--- src/l2_tag_defs.svh ---
`ifndef L2_TAG_DEFS_SVH
`define L2_TAG_DEFS_SVH

////////////////////////////////////////
// Cache geometry
////////////////////////////////////////

// Set index width
`define L2_INDEX_BITS 4

// Stored tag width
`define L2_TAG_BITS 25

// Associativity
`define L2_WAYS 4
`define L2_WAY_BITS 2

// Derived set count
`define L2_SETS (1 << `L2_INDEX_BITS)

`endif

--- src/l2_tag_pkg.sv ---
`include "l2_tag_defs.svh"

package l2_tag_pkg;

    // Update port opcodes
    typedef enum logic [1:0] {
        UPD_NONE  = 2'd0,
        UPD_FILL  = 2'd1,
        UPD_INVAL = 2'd2
    } upd_op_e;

    // Controller state
    typedef enum logic {
        SWEEP_CLEAR = 1'b0,
        SWEEP_DONE  = 1'b1
    } sweep_state_e;

    ////////////////////////////////////////
    // Port bundles
    ////////////////////////////////////////

    typedef struct packed {
        logic                       valid;
        logic [`L2_INDEX_BITS-1:0]  index;
        logic [`L2_TAG_BITS-1:0]    tag;
    } lookup_req_t;

    typedef struct packed {
        upd_op_e                    op;
        logic [`L2_INDEX_BITS-1:0]  index;
        logic [`L2_WAY_BITS-1:0]    way;
        logic [`L2_TAG_BITS-1:0]    tag;
    } update_req_t;

    typedef struct packed {
        logic                       valid;
        logic                       hit;
        logic [`L2_WAY_BITS-1:0]    hit_way;
        logic [`L2_WAYS-1:0]        hit_vec;
        logic [`L2_WAYS-1:0]        valid_vec;
        logic [`L2_WAY_BITS-1:0]    victim_way;
        logic [`L2_TAG_BITS-1:0]    victim_tag;
    } lookup_rsp_t;

    // Write command into the tag/valid array, one mask bit per way
    typedef struct packed {
        logic [`L2_INDEX_BITS-1:0]  index;
        logic [`L2_WAYS-1:0]        tag_we;
        logic [`L2_WAYS-1:0]        set_valid;
        logic [`L2_WAYS-1:0]        clr_valid;
        logic [`L2_TAG_BITS-1:0]    tag;
    } array_wr_t;

endpackage

--- src/l2_plru.sv ---
`timescale 1ns/1ps
`include "l2_tag_defs.svh"

module l2_plru (
    input  logic                        clk,
    input  logic [`L2_INDEX_BITS-1:0]   index,
    input  logic [`L2_WAYS-1:0]         valid_vec,
    input  logic                        touch,
    input  logic [`L2_INDEX_BITS-1:0]   touch_index,
    input  logic [`L2_WAY_BITS-1:0]     touch_way,
    input  logic                        fill,
    input  logic [`L2_INDEX_BITS-1:0]   fill_index,
    input  logic [`L2_WAY_BITS-1:0]     fill_way,
    input  logic                        clear,
    input  logic [`L2_INDEX_BITS-1:0]   clear_index,
    output logic [`L2_WAY_BITS-1:0]     victim_way
);

    // Bit 0 is the root, bit 1 picks within ways 0/1, bit 2 within ways 2/3
    logic [2:0] plru_q [`L2_SETS];

    logic [2:0]              cur_bits;
    logic [`L2_WAY_BITS-1:0] tree_way;

    // Point the tree away from the way just used
    function automatic logic [2:0] mru_update(input logic [2:0] bits,
                                              input logic [`L2_WAY_BITS-1:0] way);
        logic [2:0] nxt;
        nxt    = bits;
        nxt[0] = ~way[1];
        if (way[1]) begin
            nxt[2] = ~way[0];
        end else begin
            nxt[1] = ~way[0];
        end
        return nxt;
    endfunction

    ////////////////////////////////////////
    // State update
    ////////////////////////////////////////

    // Later statements win on the same set, so clear > fill > touch
    always_ff @(posedge clk) begin
        if (touch) begin
            plru_q[touch_index] <= mru_update(plru_q[touch_index], touch_way);
        end
        if (fill) begin
            plru_q[fill_index] <= mru_update(plru_q[fill_index], fill_way);
        end
        if (clear) begin
            plru_q[clear_index] <= 3'b000;
        end
    end

    ////////////////////////////////////////
    // Victim choice
    ////////////////////////////////////////

    always_comb begin
        cur_bits = plru_q[index];
        // A fill in this cycle already counts for the victim
        if (fill && (fill_index == index)) begin
            cur_bits = mru_update(cur_bits, fill_way);
        end
        tree_way = cur_bits[0] ? {1'b1, cur_bits[2]} : {1'b0, cur_bits[1]};

        // Lowest invalid way overrides the tree
        victim_way = tree_way;
        for (int i = `L2_WAYS - 1; i >= 0; i--) begin
            if (!valid_vec[i]) begin
                victim_way = i[`L2_WAY_BITS-1:0];
            end
        end
    end

endmodule

--- src/l2_tag_ctrl.sv ---
`timescale 1ns/1ps
`include "l2_tag_defs.svh"

module l2_tag_ctrl (
    input  logic                                clk,
    input  logic                                rst_n,
    input  l2_tag_pkg::lookup_req_t             lookup,
    input  l2_tag_pkg::update_req_t             update,
    input  logic [`L2_WAYS-1:0]                 hit_vec,
    input  logic [`L2_WAYS-1:0]                 valid_vec,
    input  logic [`L2_WAYS*`L2_TAG_BITS-1:0]    way_tags,
    input  logic [`L2_WAY_BITS-1:0]             victim_way,
    output logic                                busy,
    output logic [`L2_INDEX_BITS-1:0]           rd_index,
    output logic [`L2_TAG_BITS-1:0]             cmp_tag,
    output l2_tag_pkg::array_wr_t               wr,
    output logic [`L2_INDEX_BITS-1:0]           plru_index,
    output logic                                touch,
    output logic [`L2_INDEX_BITS-1:0]           touch_index,
    output logic [`L2_WAY_BITS-1:0]             touch_way,
    output logic                                fill,
    output logic [`L2_INDEX_BITS-1:0]           fill_index,
    output logic [`L2_WAY_BITS-1:0]             fill_way,
    output logic                                clear,
    output logic [`L2_INDEX_BITS-1:0]           clear_index,
    output l2_tag_pkg::lookup_rsp_t             rsp
);

    l2_tag_pkg::sweep_state_e       state_q;
    logic [`L2_INDEX_BITS-1:0]      sweep_cnt_q;
    logic                           lk_valid_q;
    logic [`L2_INDEX_BITS-1:0]      lk_index_q;
    logic                           hit;
    logic [`L2_WAY_BITS-1:0]        hit_way;
    logic [`L2_WAYS-1:0]            upd_way_oh;

    ////////////////////////////////////////
    // Reset sweep
    ////////////////////////////////////////

    always_ff @(posedge clk) begin
        if (!rst_n) begin
            state_q     <= l2_tag_pkg::SWEEP_CLEAR;
            sweep_cnt_q <= '0;
        end else if (state_q == l2_tag_pkg::SWEEP_CLEAR) begin
            sweep_cnt_q <= sweep_cnt_q + 1'b1;
            // Last set is all ones
            if (sweep_cnt_q == {`L2_INDEX_BITS{1'b1}}) begin
                state_q <= l2_tag_pkg::SWEEP_DONE;
            end
        end
    end

    assign busy        = (state_q == l2_tag_pkg::SWEEP_CLEAR);
    assign clear       = busy;
    assign clear_index = sweep_cnt_q;

    ////////////////////////////////////////
    // Update port
    ////////////////////////////////////////

    always_comb begin
        upd_way_oh             = '0;
        upd_way_oh[update.way] = 1'b1;
    end

    always_comb begin
        wr = '0;
        if (busy) begin
            // Wipe every way of the sweep set
            wr.index     = sweep_cnt_q;
            wr.tag_we    = '1;
            wr.clr_valid = '1;
        end else begin
            wr.index = update.index;
            wr.tag   = update.tag;
            case (update.op)
                l2_tag_pkg::UPD_FILL: begin
                    wr.tag_we    = upd_way_oh;
                    wr.set_valid = upd_way_oh;
                end
                l2_tag_pkg::UPD_INVAL: begin
                    wr.clr_valid = upd_way_oh;
                end
                default: ;
            endcase
        end
    end

    assign fill       = !busy && (update.op == l2_tag_pkg::UPD_FILL);
    assign fill_index = update.index;
    assign fill_way   = update.way;

    ////////////////////////////////////////
    // Lookup port
    ////////////////////////////////////////

    assign rd_index = lookup.index;
    assign cmp_tag  = lookup.tag;

    always_ff @(posedge clk) begin
        if (!rst_n) begin
            lk_valid_q <= 1'b0;
        end else begin
            lk_valid_q <= lookup.valid && !busy;
        end
    end

    always_ff @(posedge clk) begin
        lk_index_q <= lookup.index;
    end

    // Hit way encode, lowest way first
    always_comb begin
        hit_way = '0;
        for (int i = `L2_WAYS - 1; i >= 0; i--) begin
            if (hit_vec[i]) begin
                hit_way = i[`L2_WAY_BITS-1:0];
            end
        end
    end

    assign hit        = |hit_vec;
    assign plru_index = lk_index_q;

    // Hit makes its way MRU at the end of the response cycle
    assign touch       = lk_valid_q && hit;
    assign touch_index = lk_index_q;
    assign touch_way   = hit_way;

    always_comb begin
        rsp.valid      = lk_valid_q;
        rsp.hit        = hit;
        rsp.hit_way    = hit_way;
        rsp.hit_vec    = hit_vec;
        rsp.valid_vec  = valid_vec;
        rsp.victim_way = victim_way;
        rsp.victim_tag = way_tags[victim_way*`L2_TAG_BITS +: `L2_TAG_BITS];
    end

endmodule

--- src/l2_tag_unit.sv ---
`timescale 1ns/1ps
`include "l2_tag_defs.svh"

module l2_tag_unit (
    input  logic                     clk,
    input  logic                     rst_n,
    input  l2_tag_pkg::lookup_req_t  lookup,
    input  l2_tag_pkg::update_req_t  update,
    output logic                     busy,
    output l2_tag_pkg::lookup_rsp_t  rsp
);

    // Array side
    logic [`L2_INDEX_BITS-1:0]          rd_index;
    logic [`L2_TAG_BITS-1:0]            cmp_tag;
    l2_tag_pkg::array_wr_t              wr;
    logic [`L2_WAYS-1:0]                hit_vec;
    logic [`L2_WAYS-1:0]                valid_vec;
    logic [`L2_WAYS*`L2_TAG_BITS-1:0]   way_tags;

    // Replacement side
    logic [`L2_INDEX_BITS-1:0]          plru_index;
    logic [`L2_WAY_BITS-1:0]            victim_way;
    logic                               touch;
    logic [`L2_INDEX_BITS-1:0]          touch_index;
    logic [`L2_WAY_BITS-1:0]            touch_way;
    logic                               fill;
    logic [`L2_INDEX_BITS-1:0]          fill_index;
    logic [`L2_WAY_BITS-1:0]            fill_way;
    logic                               clear;
    logic [`L2_INDEX_BITS-1:0]          clear_index;

    l2_tag_ctrl u_ctrl (
        .clk         (clk),
        .rst_n       (rst_n),
        .lookup      (lookup),
        .update      (update),
        .hit_vec     (hit_vec),
        .valid_vec   (valid_vec),
        .way_tags    (way_tags),
        .victim_way  (victim_way),
        .busy        (busy),
        .rd_index    (rd_index),
        .cmp_tag     (cmp_tag),
        .wr          (wr),
        .plru_index  (plru_index),
        .touch       (touch),
        .touch_index (touch_index),
        .touch_way   (touch_way),
        .fill        (fill),
        .fill_index  (fill_index),
        .fill_way    (fill_way),
        .clear       (clear),
        .clear_index (clear_index),
        .rsp         (rsp)
    );

    l2_tagv_array u_array (
        .clk       (clk),
        .rd_index  (rd_index),
        .cmp_tag   (cmp_tag),
        .wr        (wr),
        .hit_vec   (hit_vec),
        .valid_vec (valid_vec),
        .way_tags  (way_tags)
    );

    l2_plru u_plru (
        .clk         (clk),
        .index       (plru_index),
        .valid_vec   (valid_vec),
        .touch       (touch),
        .touch_index (touch_index),
        .touch_way   (touch_way),
        .fill        (fill),
        .fill_index  (fill_index),
        .fill_way    (fill_way),
        .clear       (clear),
        .clear_index (clear_index),
        .victim_way  (victim_way)
    );

endmodule

--- src/l2_tagv_array.sv ---
`timescale 1ns/1ps
`include "l2_tag_defs.svh"

module l2_tagv_array (
    input  logic                                clk,
    input  logic [`L2_INDEX_BITS-1:0]           rd_index,
    input  logic [`L2_TAG_BITS-1:0]             cmp_tag,
    input  l2_tag_pkg::array_wr_t               wr,
    output logic [`L2_WAYS-1:0]                 hit_vec,
    output logic [`L2_WAYS-1:0]                 valid_vec,
    output logic [`L2_WAYS*`L2_TAG_BITS-1:0]    way_tags
);

    // One valid bit per set, per way
    logic [`L2_WAYS-1:0][`L2_SETS-1:0] valid_q;

    // Compare tag lines up with the registered RAM read
    logic [`L2_TAG_BITS-1:0] cmp_tag_q;

    logic [`L2_TAG_BITS-1:0] tag_dout [`L2_WAYS];
    logic                    same_set;

    assign same_set = (wr.index == rd_index);

    ////////////////////////////////////////
    // Valid bits
    ////////////////////////////////////////

    always_ff @(posedge clk) begin
        for (int w = 0; w < `L2_WAYS; w++) begin
            // Clear beats set
            if (wr.clr_valid[w]) begin
                valid_q[w][wr.index] <= 1'b0;
            end else if (wr.set_valid[w]) begin
                valid_q[w][wr.index] <= 1'b1;
            end
        end
    end

    // Registered read with forwarding of a same-set write
    always_ff @(posedge clk) begin
        for (int w = 0; w < `L2_WAYS; w++) begin
            if (!same_set) begin
                valid_vec[w] <= valid_q[w][rd_index];
            end else if (wr.clr_valid[w]) begin
                valid_vec[w] <= 1'b0;
            end else if (wr.set_valid[w]) begin
                valid_vec[w] <= 1'b1;
            end else begin
                valid_vec[w] <= valid_q[w][rd_index];
            end
        end
    end

    always_ff @(posedge clk) begin
        cmp_tag_q <= cmp_tag;
    end

    ////////////////////////////////////////
    // Tag RAMs and compare
    ////////////////////////////////////////

    for (genvar w = 0; w < `L2_WAYS; w++) begin : g_way

        tag_bram #(
            .DATA_WIDTH (`L2_TAG_BITS),
            .ADDR_WIDTH (`L2_INDEX_BITS)
        ) u_tag_ram (
            .clk   (clk),
            .waddr (wr.index),
            .din   (wr.tag),
            .we    (wr.tag_we[w]),
            .raddr (rd_index),
            .dout  (tag_dout[w])
        );

        // A way hits only when its valid bit is set
        assign hit_vec[w] = valid_vec[w] && (tag_dout[w] == cmp_tag_q);

        assign way_tags[w*`L2_TAG_BITS +: `L2_TAG_BITS] = tag_dout[w];

    end

endmodule

--- src/tag_bram.sv ---
`timescale 1ns/1ps

module tag_bram #(
    parameter int DATA_WIDTH = 25,
    parameter int ADDR_WIDTH = 4
) (
    input  logic                  clk,
    input  logic [ADDR_WIDTH-1:0] waddr,
    input  logic [DATA_WIDTH-1:0] din,
    input  logic                  we,
    input  logic [ADDR_WIDTH-1:0] raddr,
    output logic [DATA_WIDTH-1:0] dout
);

    logic [DATA_WIDTH-1:0] mem [(1 << ADDR_WIDTH)];

    always_ff @(posedge clk) begin
        if (we) begin
            mem[waddr] <= din;
        end
        // Write-first on a same-address collision
        if (we && (waddr == raddr)) begin
            dout <= din;
        end else begin
            dout <= mem[raddr];
        end
    end

endmodule

--- config.mk ---
export PLATFORM = sky130hd
export DESIGN_NAME = l2_tag_unit
export DESIGN_NICKNAME = d
export VERILOG_FILES = /design/src/l2_tag_pkg.sv /design/src/l2_plru.sv /design/src/l2_tag_ctrl.sv /design/src/l2_tag_unit.sv /design/src/l2_tagv_array.sv /design/src/tag_bram.sv
export VERILOG_INCLUDE_DIRS = /design/src /design/src/src
export SDC_FILE = /design/constraint.sdc
export NUM_CORES = 2
export LEC_CHECK = 0
export BUFFER_PORTS_ARGS = -buffer_cell sky130_fd_sc_hd__buf_4
export CAP_MARGIN = 20
export CELL_PAD_IN_SITES_DETAIL_PLACEMENT = 0
export CELL_PAD_IN_SITES_GLOBAL_PLACEMENT = 2
export CORE_MARGIN = 10
export CORE_UTILIZATION = 35
export CTS_CLUSTER_SIZE = 8
export DETAILED_ROUTE_END_ITERATION = 16
export PLACE_DENSITY_LB_ADDON = 0.1
export RECOVER_POWER = 100
export SETUP_SLACK_MARGIN = 0.5
export SYNTH_ARGS = -nofsm -noshare
export SYNTH_HDL_FRONTEND = slang
export SYNTH_SLANG_ARGS = --single-unit
export TNS_END_PERCENT = 100
--- constraint.sdc ---
create_clock -name clk -period 7.8 [get_ports clk]
set_input_delay 1.17 -clock clk [delete_from_list [all_inputs] [get_ports clk]]
set_output_delay 1.17 -clock clk [all_outputs]
set_load 0.01 [all_outputs]
# Yosys cells after proc, flatten, opt, wreduce, memory -nomap -nowiden
# Memory sizes are Yosys's and may differ from the RTL's. A register that Yosys moved wholly into a read port is not among the register bits.
# Index checks and enable logic that the tools add are counted.
# op_classes
n_addsub	1
n_mul	1
order_cmp	5
n_eq_ne	12
shifts	1
mux	76
n_bitwise	17
n_reduce_logical	18
# op_table
operator	count
$mux W16	8
$eq A25 B25 Y1	4
$shiftx A100 B8 Y25	1
$and A16 B16 Y16	4
$or A16 B16 Y16	4
$mux W1	43
$mux W25	1
$mux W2	9
$bmux W1 S4	4
$mux W4	4
$mux W8	2
$not A16 Y16	1
$eq A4 B4 Y1	3
$logic_and A1 B1 Y1	10
$lt A4 B5 Y1 const B	2
$mux W3	3
$reduce_bool A2 Y1	4
$mul A2 B5 Y7 const B	1
$not A1 Y1	6
$add A4 B1 Y4 const B	1
$demux W1 S4	1
$eq A4 B4 Y1 const B	1
$ge A4 B1 Y1 const B	1
$ne A2 B2 Y1 const B	2
9 further kinds	11
# totals
reg_bits	103
ramBits	1648
inputBits	65
out_inout_bits	40
word_cells	146
n_memories	5
# mem_list
name	depth	word_bits	rd	rd_ports_with_merged_regs	wr	line	text
u_array.g_way[0].u_tag_ram.mem	16	25	1	1	1	tag_bram.sv:15	logic [DATA_WIDTH-1:0] mem [(1 << ADDR_WIDTH)];
u_array.g_way[1].u_tag_ram.mem	16	25	1	1	1	tag_bram.sv:15	
u_array.g_way[2].u_tag_ram.mem	16	25	1	1	1	tag_bram.sv:15	
u_array.g_way[3].u_tag_ram.mem	16	25	1	1	1	tag_bram.sv:15	
u_plru.plru_q	16	3	1	1	2	l2_plru.sv:20	logic [2:0] plru_q [`L2_SETS];

# Logic depth before layout (Yosys ltp)
# depth
ltp_word	13
depth_mapped	20
mapped_depth_nobuf	10

# Cells and area by module
# Synthesis repeated with hierarchy kept, for this count alone.
# unflattened
hier_cells	3564
area_unflattened_um2	70372.5
# modules_own_cells
module	instances	cells_per_inst	area_each_um2	seq_area_each_um2
tag_bram	4	639	15130.8	12091.6
l2_tagv_array	1	391	4618.2	2502.4
l2_plru	1	444	3497.1	960.9
l2_tag_ctrl	1	173	1734.2	200.2

# Worst setup path before layout
# No wires, ideal clock.
# synth_path
kind	register -> output
from	reg u_ctrl.lk_index_q[0] (netlist: u_ctrl.plru_index[0])
to	out rsp[12] (netlist name)
t_arrival_ns	3.962
required_ns	6.630
slack_ns	2.668
path_stages_with_launch	16
path_buffers	9
cell_sequence	dfxtp_1 buf_6 buf_6 buf_6 buf_6 buf_6 buf_6 buf_6 buf_6 mux4_2 mux4_2 a211o_1 o211ai_2 buf_6 mux4_2 a21oi_1
# synth_rtl
item	line	text
start, declared	l2_tag_ctrl.sv:32	logic [`L2_INDEX_BITS-1:0] lk_index_q;
start signal, assigned	l2_tag_ctrl.sv:110	lk_index_q <= lookup.index;
end, declared	l2_tag_unit.sv:10	output l2_tag_pkg::lookup_rsp_t rsp

==> impl.org <==
** Outcome
- Status :: finished with violations
- The checks that failed: capacitance limit, slew limit.

** Drt
- Avg Vias per Cell :: 5.70
- The routed design has 276000 um of wire.
- In this run, the number of DRC markers left after iteration 0 of detailed routing was about 4600.
- DRC viols :: 0
- Summing over every cut layer, the via total after detailed routing is 41900.
- Total iterations of the first detailed-routing run :: 6
- Number of routed nets with antenna violations :: 0
- In the final routed layout, each cell accounts on average for roughly 37 um.

** Critical path
- For the worst setup path, the data arrival time is 6.04 ns.
- Launching point of the worst reg2reg path :: u_ctrl.plru_index[0]
- Kind of launch point of the worst setup path :: flip-flop
- Measured in cells, the most critical reg-to-reg path has a length of 12.
- Endpoint class of the critical path :: output pin
- Slack of the worst reg-to-reg path :: 0.64 ns
- Largest fanout of any net on the critical path :: 39
- Required time of the worst setup path :: 6.63 ns
- The critical path is of the reg2out type.
- Capture instance of the worst register-to-register path :: u_plru.plru_q[2][2]

** STA
- Number of endpoints failing setup at the final stage :: 0
- Period Utilization, post-route :: between 90 and 100%
- Measured slew at the worst slew-check pin :: 4.41 ns
- On the final layout, the worst clock skew is 0.0492 ns.
- Number of pins with negative max-slew slack in the final report :: 3329
- The worst pin sits at a relative slew slack of -194%.
- Summed over all failing endpoints, the final setup total negative slack is 0 ns.
- Peak clock frequency supported by timing :: 0.139 GHz
- Hold violation count in the final report :: 0
- Crit path time final :: 7.21 ns
- Setup repair after global routing left no endpoint under its margin.
- In the post-route analysis, the smallest setup slack over all paths is 0.595 ns.

** Clock network
- The tree built by TritonCTS fans out to 1751 sinks.
- Clock tree synthesis selected as its root buffer the cell sky130_fd_sc_hd__clkbuf_16.
- Post-CTS Hold Buffers :: 0
- Counting along the longest clock path gives a buffer depth of 3.
- Clock input transition at the sequential cells of the worst setup and hold paths :: 0.05 ns
- TritonCTS clock tree :: done
- The H-tree was split into 4 levels.
- Number of clock buffers inserted by TritonCTS :: 239
- Clock latency on the worst-skew pair, taken at its later pin, is 0.90 ns.

** Finish
- Once layout is complete, the cells apart from fillers number roughly 7400.
- Across the whole layout, storage elements account for 52200 um^2.
- Number of fillers in the final layout :: 19000
- Area added between synthesis and finish :: 15.3%
- The multi-input combinational cells in the finished layout cover a total of 20500 um^2.
- Of the cells placed in the final design, the portion with a size suffix greater than 1 is 21.9%.
- Number of nets in the layout :: ~4500

** Place
- Worst slack at placement :: 1.24 ns
- Routability cong. :: a little under 0.9
- The number of placed instances, taps included, is a little under 7000.
- Detailed placement HPWL :: 174000 um
- During placement, the flow inserted port buffers numbering 104.

** Floorplanning
- The floorplan step set the die height to 480 um.
- The floorplan has approximately 170 rows.
- # IOs :: 105
- Area of the die :: 230000 um^2
- Initial core utilization :: a little over a third
- Die span in x :: 480 um
- In this run the standard cell core region covers between 200000 and 250000 um^2.

** Min path
- Endpoint with the worst hold slack :: u_array.cmp_tag_q[16]
- The startpoint identified for the worst hold timing path is lookup[16].
- Class of the tightest hold or removal check :: in2reg
- Along the worst hold path, the cell count comes to 1.

** GRT
- Met3 global-route usage :: 3.52%
- Vias in the first global route :: 42000
- The global routing stage identified its most utilized layer as met2.
- Entering global routing, the biggest net connects 98 pins.
- The first global-routing pass estimated between 300000 and 400000 um of wire.
- Fraction of met1 tracks used by global routing :: around a third
- Total global-route track usage :: between 20% and 30%
- Global routing finished with a remaining overflow of 0.
- GR Layer Usage met2 :: 37.2%
- Number of antenna violations at the first check in global routing :: 13

** Synthesis
- The share of synthesized area in the top cell type comes to 69.5%.
- The synthesized netlist contains 90 unique library cells.
- The number of nets in the synthesized netlist is 4170.
- Summed over all instances, the cell type with the most area after synthesis is sky130_fd_sc_hd__edfxtp_1.
- Dividing the synthesized area by the synthesized cell count gives 18.0 um^2.
- Most frequently used cell type in the post-synthesis netlist :: sky130_fd_sc_hd__edfxtp_1
- Synth top cells by count :: sky130_fd_sc_hd__edfxtp_1, sky130_fd_sc_hd__mux4_2, sky130_fd_sc_hd__mux2i_1, sky130_fd_sc_hd__nor2_1, sky130_fd_sc_hd__nand2_1
- For this run, the leading register cell type out of synthesis is sky130_fd_sc_hd__edfxtp_1.
- During synthesis, Yosys emitted a total of 0 warnings.
- Number of flip-flops and latches in the synthesized netlist :: 1751
- The cell area that synthesis handed to floorplanning was 74000 um^2.
- Counting flops with a built-in enable in the synthesized netlist gives 1712.
- Asr flop ratio synth :: 0%
- By area the synthesized netlist is led by sky130_fd_sc_hd__edfxtp_1, sky130_fd_sc_hd__mux4_2, sky130_fd_sc_hd__mux2i_1.
- After synthesis, flip-flops and latches occupy 70.5% of the total area.
- Synth Instances :: between 4000 and 5000

** Power
- In this run the static leakage power is 27.6 nW.
- VDD sags by at most around 240 uV.
- PD cells :: approximately 260 nW/um^2

** Flow run
- Across the run, the number of max-cap violations was 93.
[power by group]
group	internal [mW]	leakage [nW]	switching [mW]	total [mW]
clock	5.65	3.25	3.96	9.62
sequential	10.5	15.6	0.101	10.6
combinational	0.643	8.70	1.26	1.91
[worst max-delay path: stages, from the launching register on]
cell                       delay, ns
sky130_fd_sc_hd__dfxtp_4        0.80
sky130_fd_sc_hd__buf_4          0.38
sky130_fd_sc_hd__xor2_1         0.11
sky130_fd_sc_hd__nor3_1         0.50
sky130_fd_sc_hd__nand2_1        0.55
sky130_fd_sc_hd__mux2i_1        0.37
sky130_fd_sc_hd__mux2i_1        0.42
sky130_fd_sc_hd__o221a_1        0.51
sky130_fd_sc_hd__buf_4          0.48
sky130_fd_sc_hd__o21ai_0        0.16
sky130_fd_sc_hd__o21ai_0        0.57
sky130_fd_sc_hd__clkbuf_1       0.22
[logic make-up after synthesis]
family | Yosys count | synth area share, %
AND/OR/NAND/NOR | 648 | 4.10
buffers and inverters | 296 | 2.22
AO/OA/AOI/OAI | 530 | 5.03
adder cells (fa/ha/maj) | 1 | 0.0169
multiplexers | 772 | 16.8
XOR/XNOR | 106 | 1.25
flip-flops | 1751 | 70.5
[state kept, by name, indices dropped and copies added (netlist names), named ones only]
signal and cells:
u_ctrl.lk_valid_q 1, u_plru.plru_q 48, u_ctrl.state_q 1, u_array.cmp_tag_q 25, u_ctrl.clear_index 4, u_array.valid_vec 4
u_ctrl.plru_index 4, u_array.g_way.u_tag_ram.mem 1600
[cells in the final DEF (no fill, tap or decap), types with 10 or more instances in the layout]
cell type,n
sky130_fd_sc_hd__edfxtp_1,1712
sky130_fd_sc_hd__inv_1,31
sky130_fd_sc_hd__dfxtp_1,35
sky130_fd_sc_hd__mux2i_1,337
sky130_fd_sc_hd__a21o_1,10
sky130_fd_sc_hd__o21a_1,18
sky130_fd_sc_hd__a22oi_1,87
sky130_fd_sc_hd__a221oi_1,13
sky130_fd_sc_hd__nand3_1,22
sky130_fd_sc_hd__nor2_4,37
sky130_fd_sc_hd__nor2b_1,13
sky130_fd_sc_hd__nor2_1,180
sky130_fd_sc_hd__xor2_1,14
sky130_fd_sc_hd__mux4_2,372
sky130_fd_sc_hd__o21bai_1,13
sky130_fd_sc_hd__xnor2_1,92
sky130_fd_sc_hd__nand2b_1,17
sky130_fd_sc_hd__a31oi_1,35
sky130_fd_sc_hd__and2_2,25
sky130_fd_sc_hd__nor4_1,12
sky130_fd_sc_hd__mux2_2,63
sky130_fd_sc_hd__buf_4,148
sky130_fd_sc_hd__a21oi_1,52
sky130_fd_sc_hd__nor3_1,38
sky130_fd_sc_hd__and2_1,10
sky130_fd_sc_hd__o31ai_1,21
sky130_fd_sc_hd__nand2_1,195
sky130_fd_sc_hd__clkbuf_1,249
sky130_fd_sc_hd__a211oi_1,22
sky130_fd_sc_hd__or2_2,14
sky130_fd_sc_hd__o211ai_1,20
sky130_fd_sc_hd__buf_12,18
sky130_fd_sc_hd__o22ai_1,67
sky130_fd_sc_hd__o21ai_0,81
sky130_fd_sc_hd__and3_1,16
sky130_fd_sc_hd__clkbuf_16,240
sky130_fd_sc_hd__clkbuf_4,25
sky130_fd_sc_hd__nand4_1,26
[repair_timing]
item | in CTS | in global routing
gates resized for setup | 1 | 0
endpoints found under the hold margin | 0 | 0
gates cloned | 0 | 1
pin swaps | 1 | 0
setup endpoints to repair | 2 | 2
setup buffers | 4 | 0
[area by class of cell]
| type | instances | share of cell area, % |
|---|---|---|
| Timing Repair Buffer | 320 | 2.52 |
| Sequential cell | 1751 | 61.2 |
| Multi-Input combinational cell | 2058 | 24.0 |
| Clock buffer | 362 | 7.57 |
| Tap cell | 2805 | 4.11 |
| Antenna cell | 6 | 0.0176 |
| Inverter | 40 | 0.188 |
| Clock inverter | 18 | 0.427 |
[through the flow]
step / utilization [%] / area, um^2 / total power [mW] / hold WS, ns
2_1_floorplan: - / 74000 / 11.7 / 0.488
3_3_place_gp: 37.7 / 79100 / 12.7 / 0.517
3_5_place_dp: 37.7 / 79200 / 12.7 / 0.505
4_1_cts: 41.0 / 86100 / 22.3 / 0.306
5_1_grt: 40.6 / 85300 / 22.8 / 0.356
6_report: 40.6 / 85300 / 22.1 / 0.409
[worst max-delay path by stage]
stage	slack, ns	start	end	cells past startpoint
2_1_floorplan	2.67	u_ctrl.plru_index[0]	rsp[12]	15
3_3_place_gp	1.24	update[27]	rsp[1]	11
3_5_place_dp	1.24	update[27]	rsp[1]	11
4_1_cts	0.62	u_ctrl.plru_index[1]	rsp[37]	12
5_1_grt	0.34	u_ctrl.state_q	rsp[1]	9
6_report	0.59	u_ctrl.plru_index[3]	rsp[1]	11
[layer usage]
metal,wire length [um],share of wire [%]
met5,13,0.0047
met4,9370,3.4
met2,130000,47
met1,120000,44
met3,16700,6.1
No activity file was read; power rests on OpenSTA's default activity.
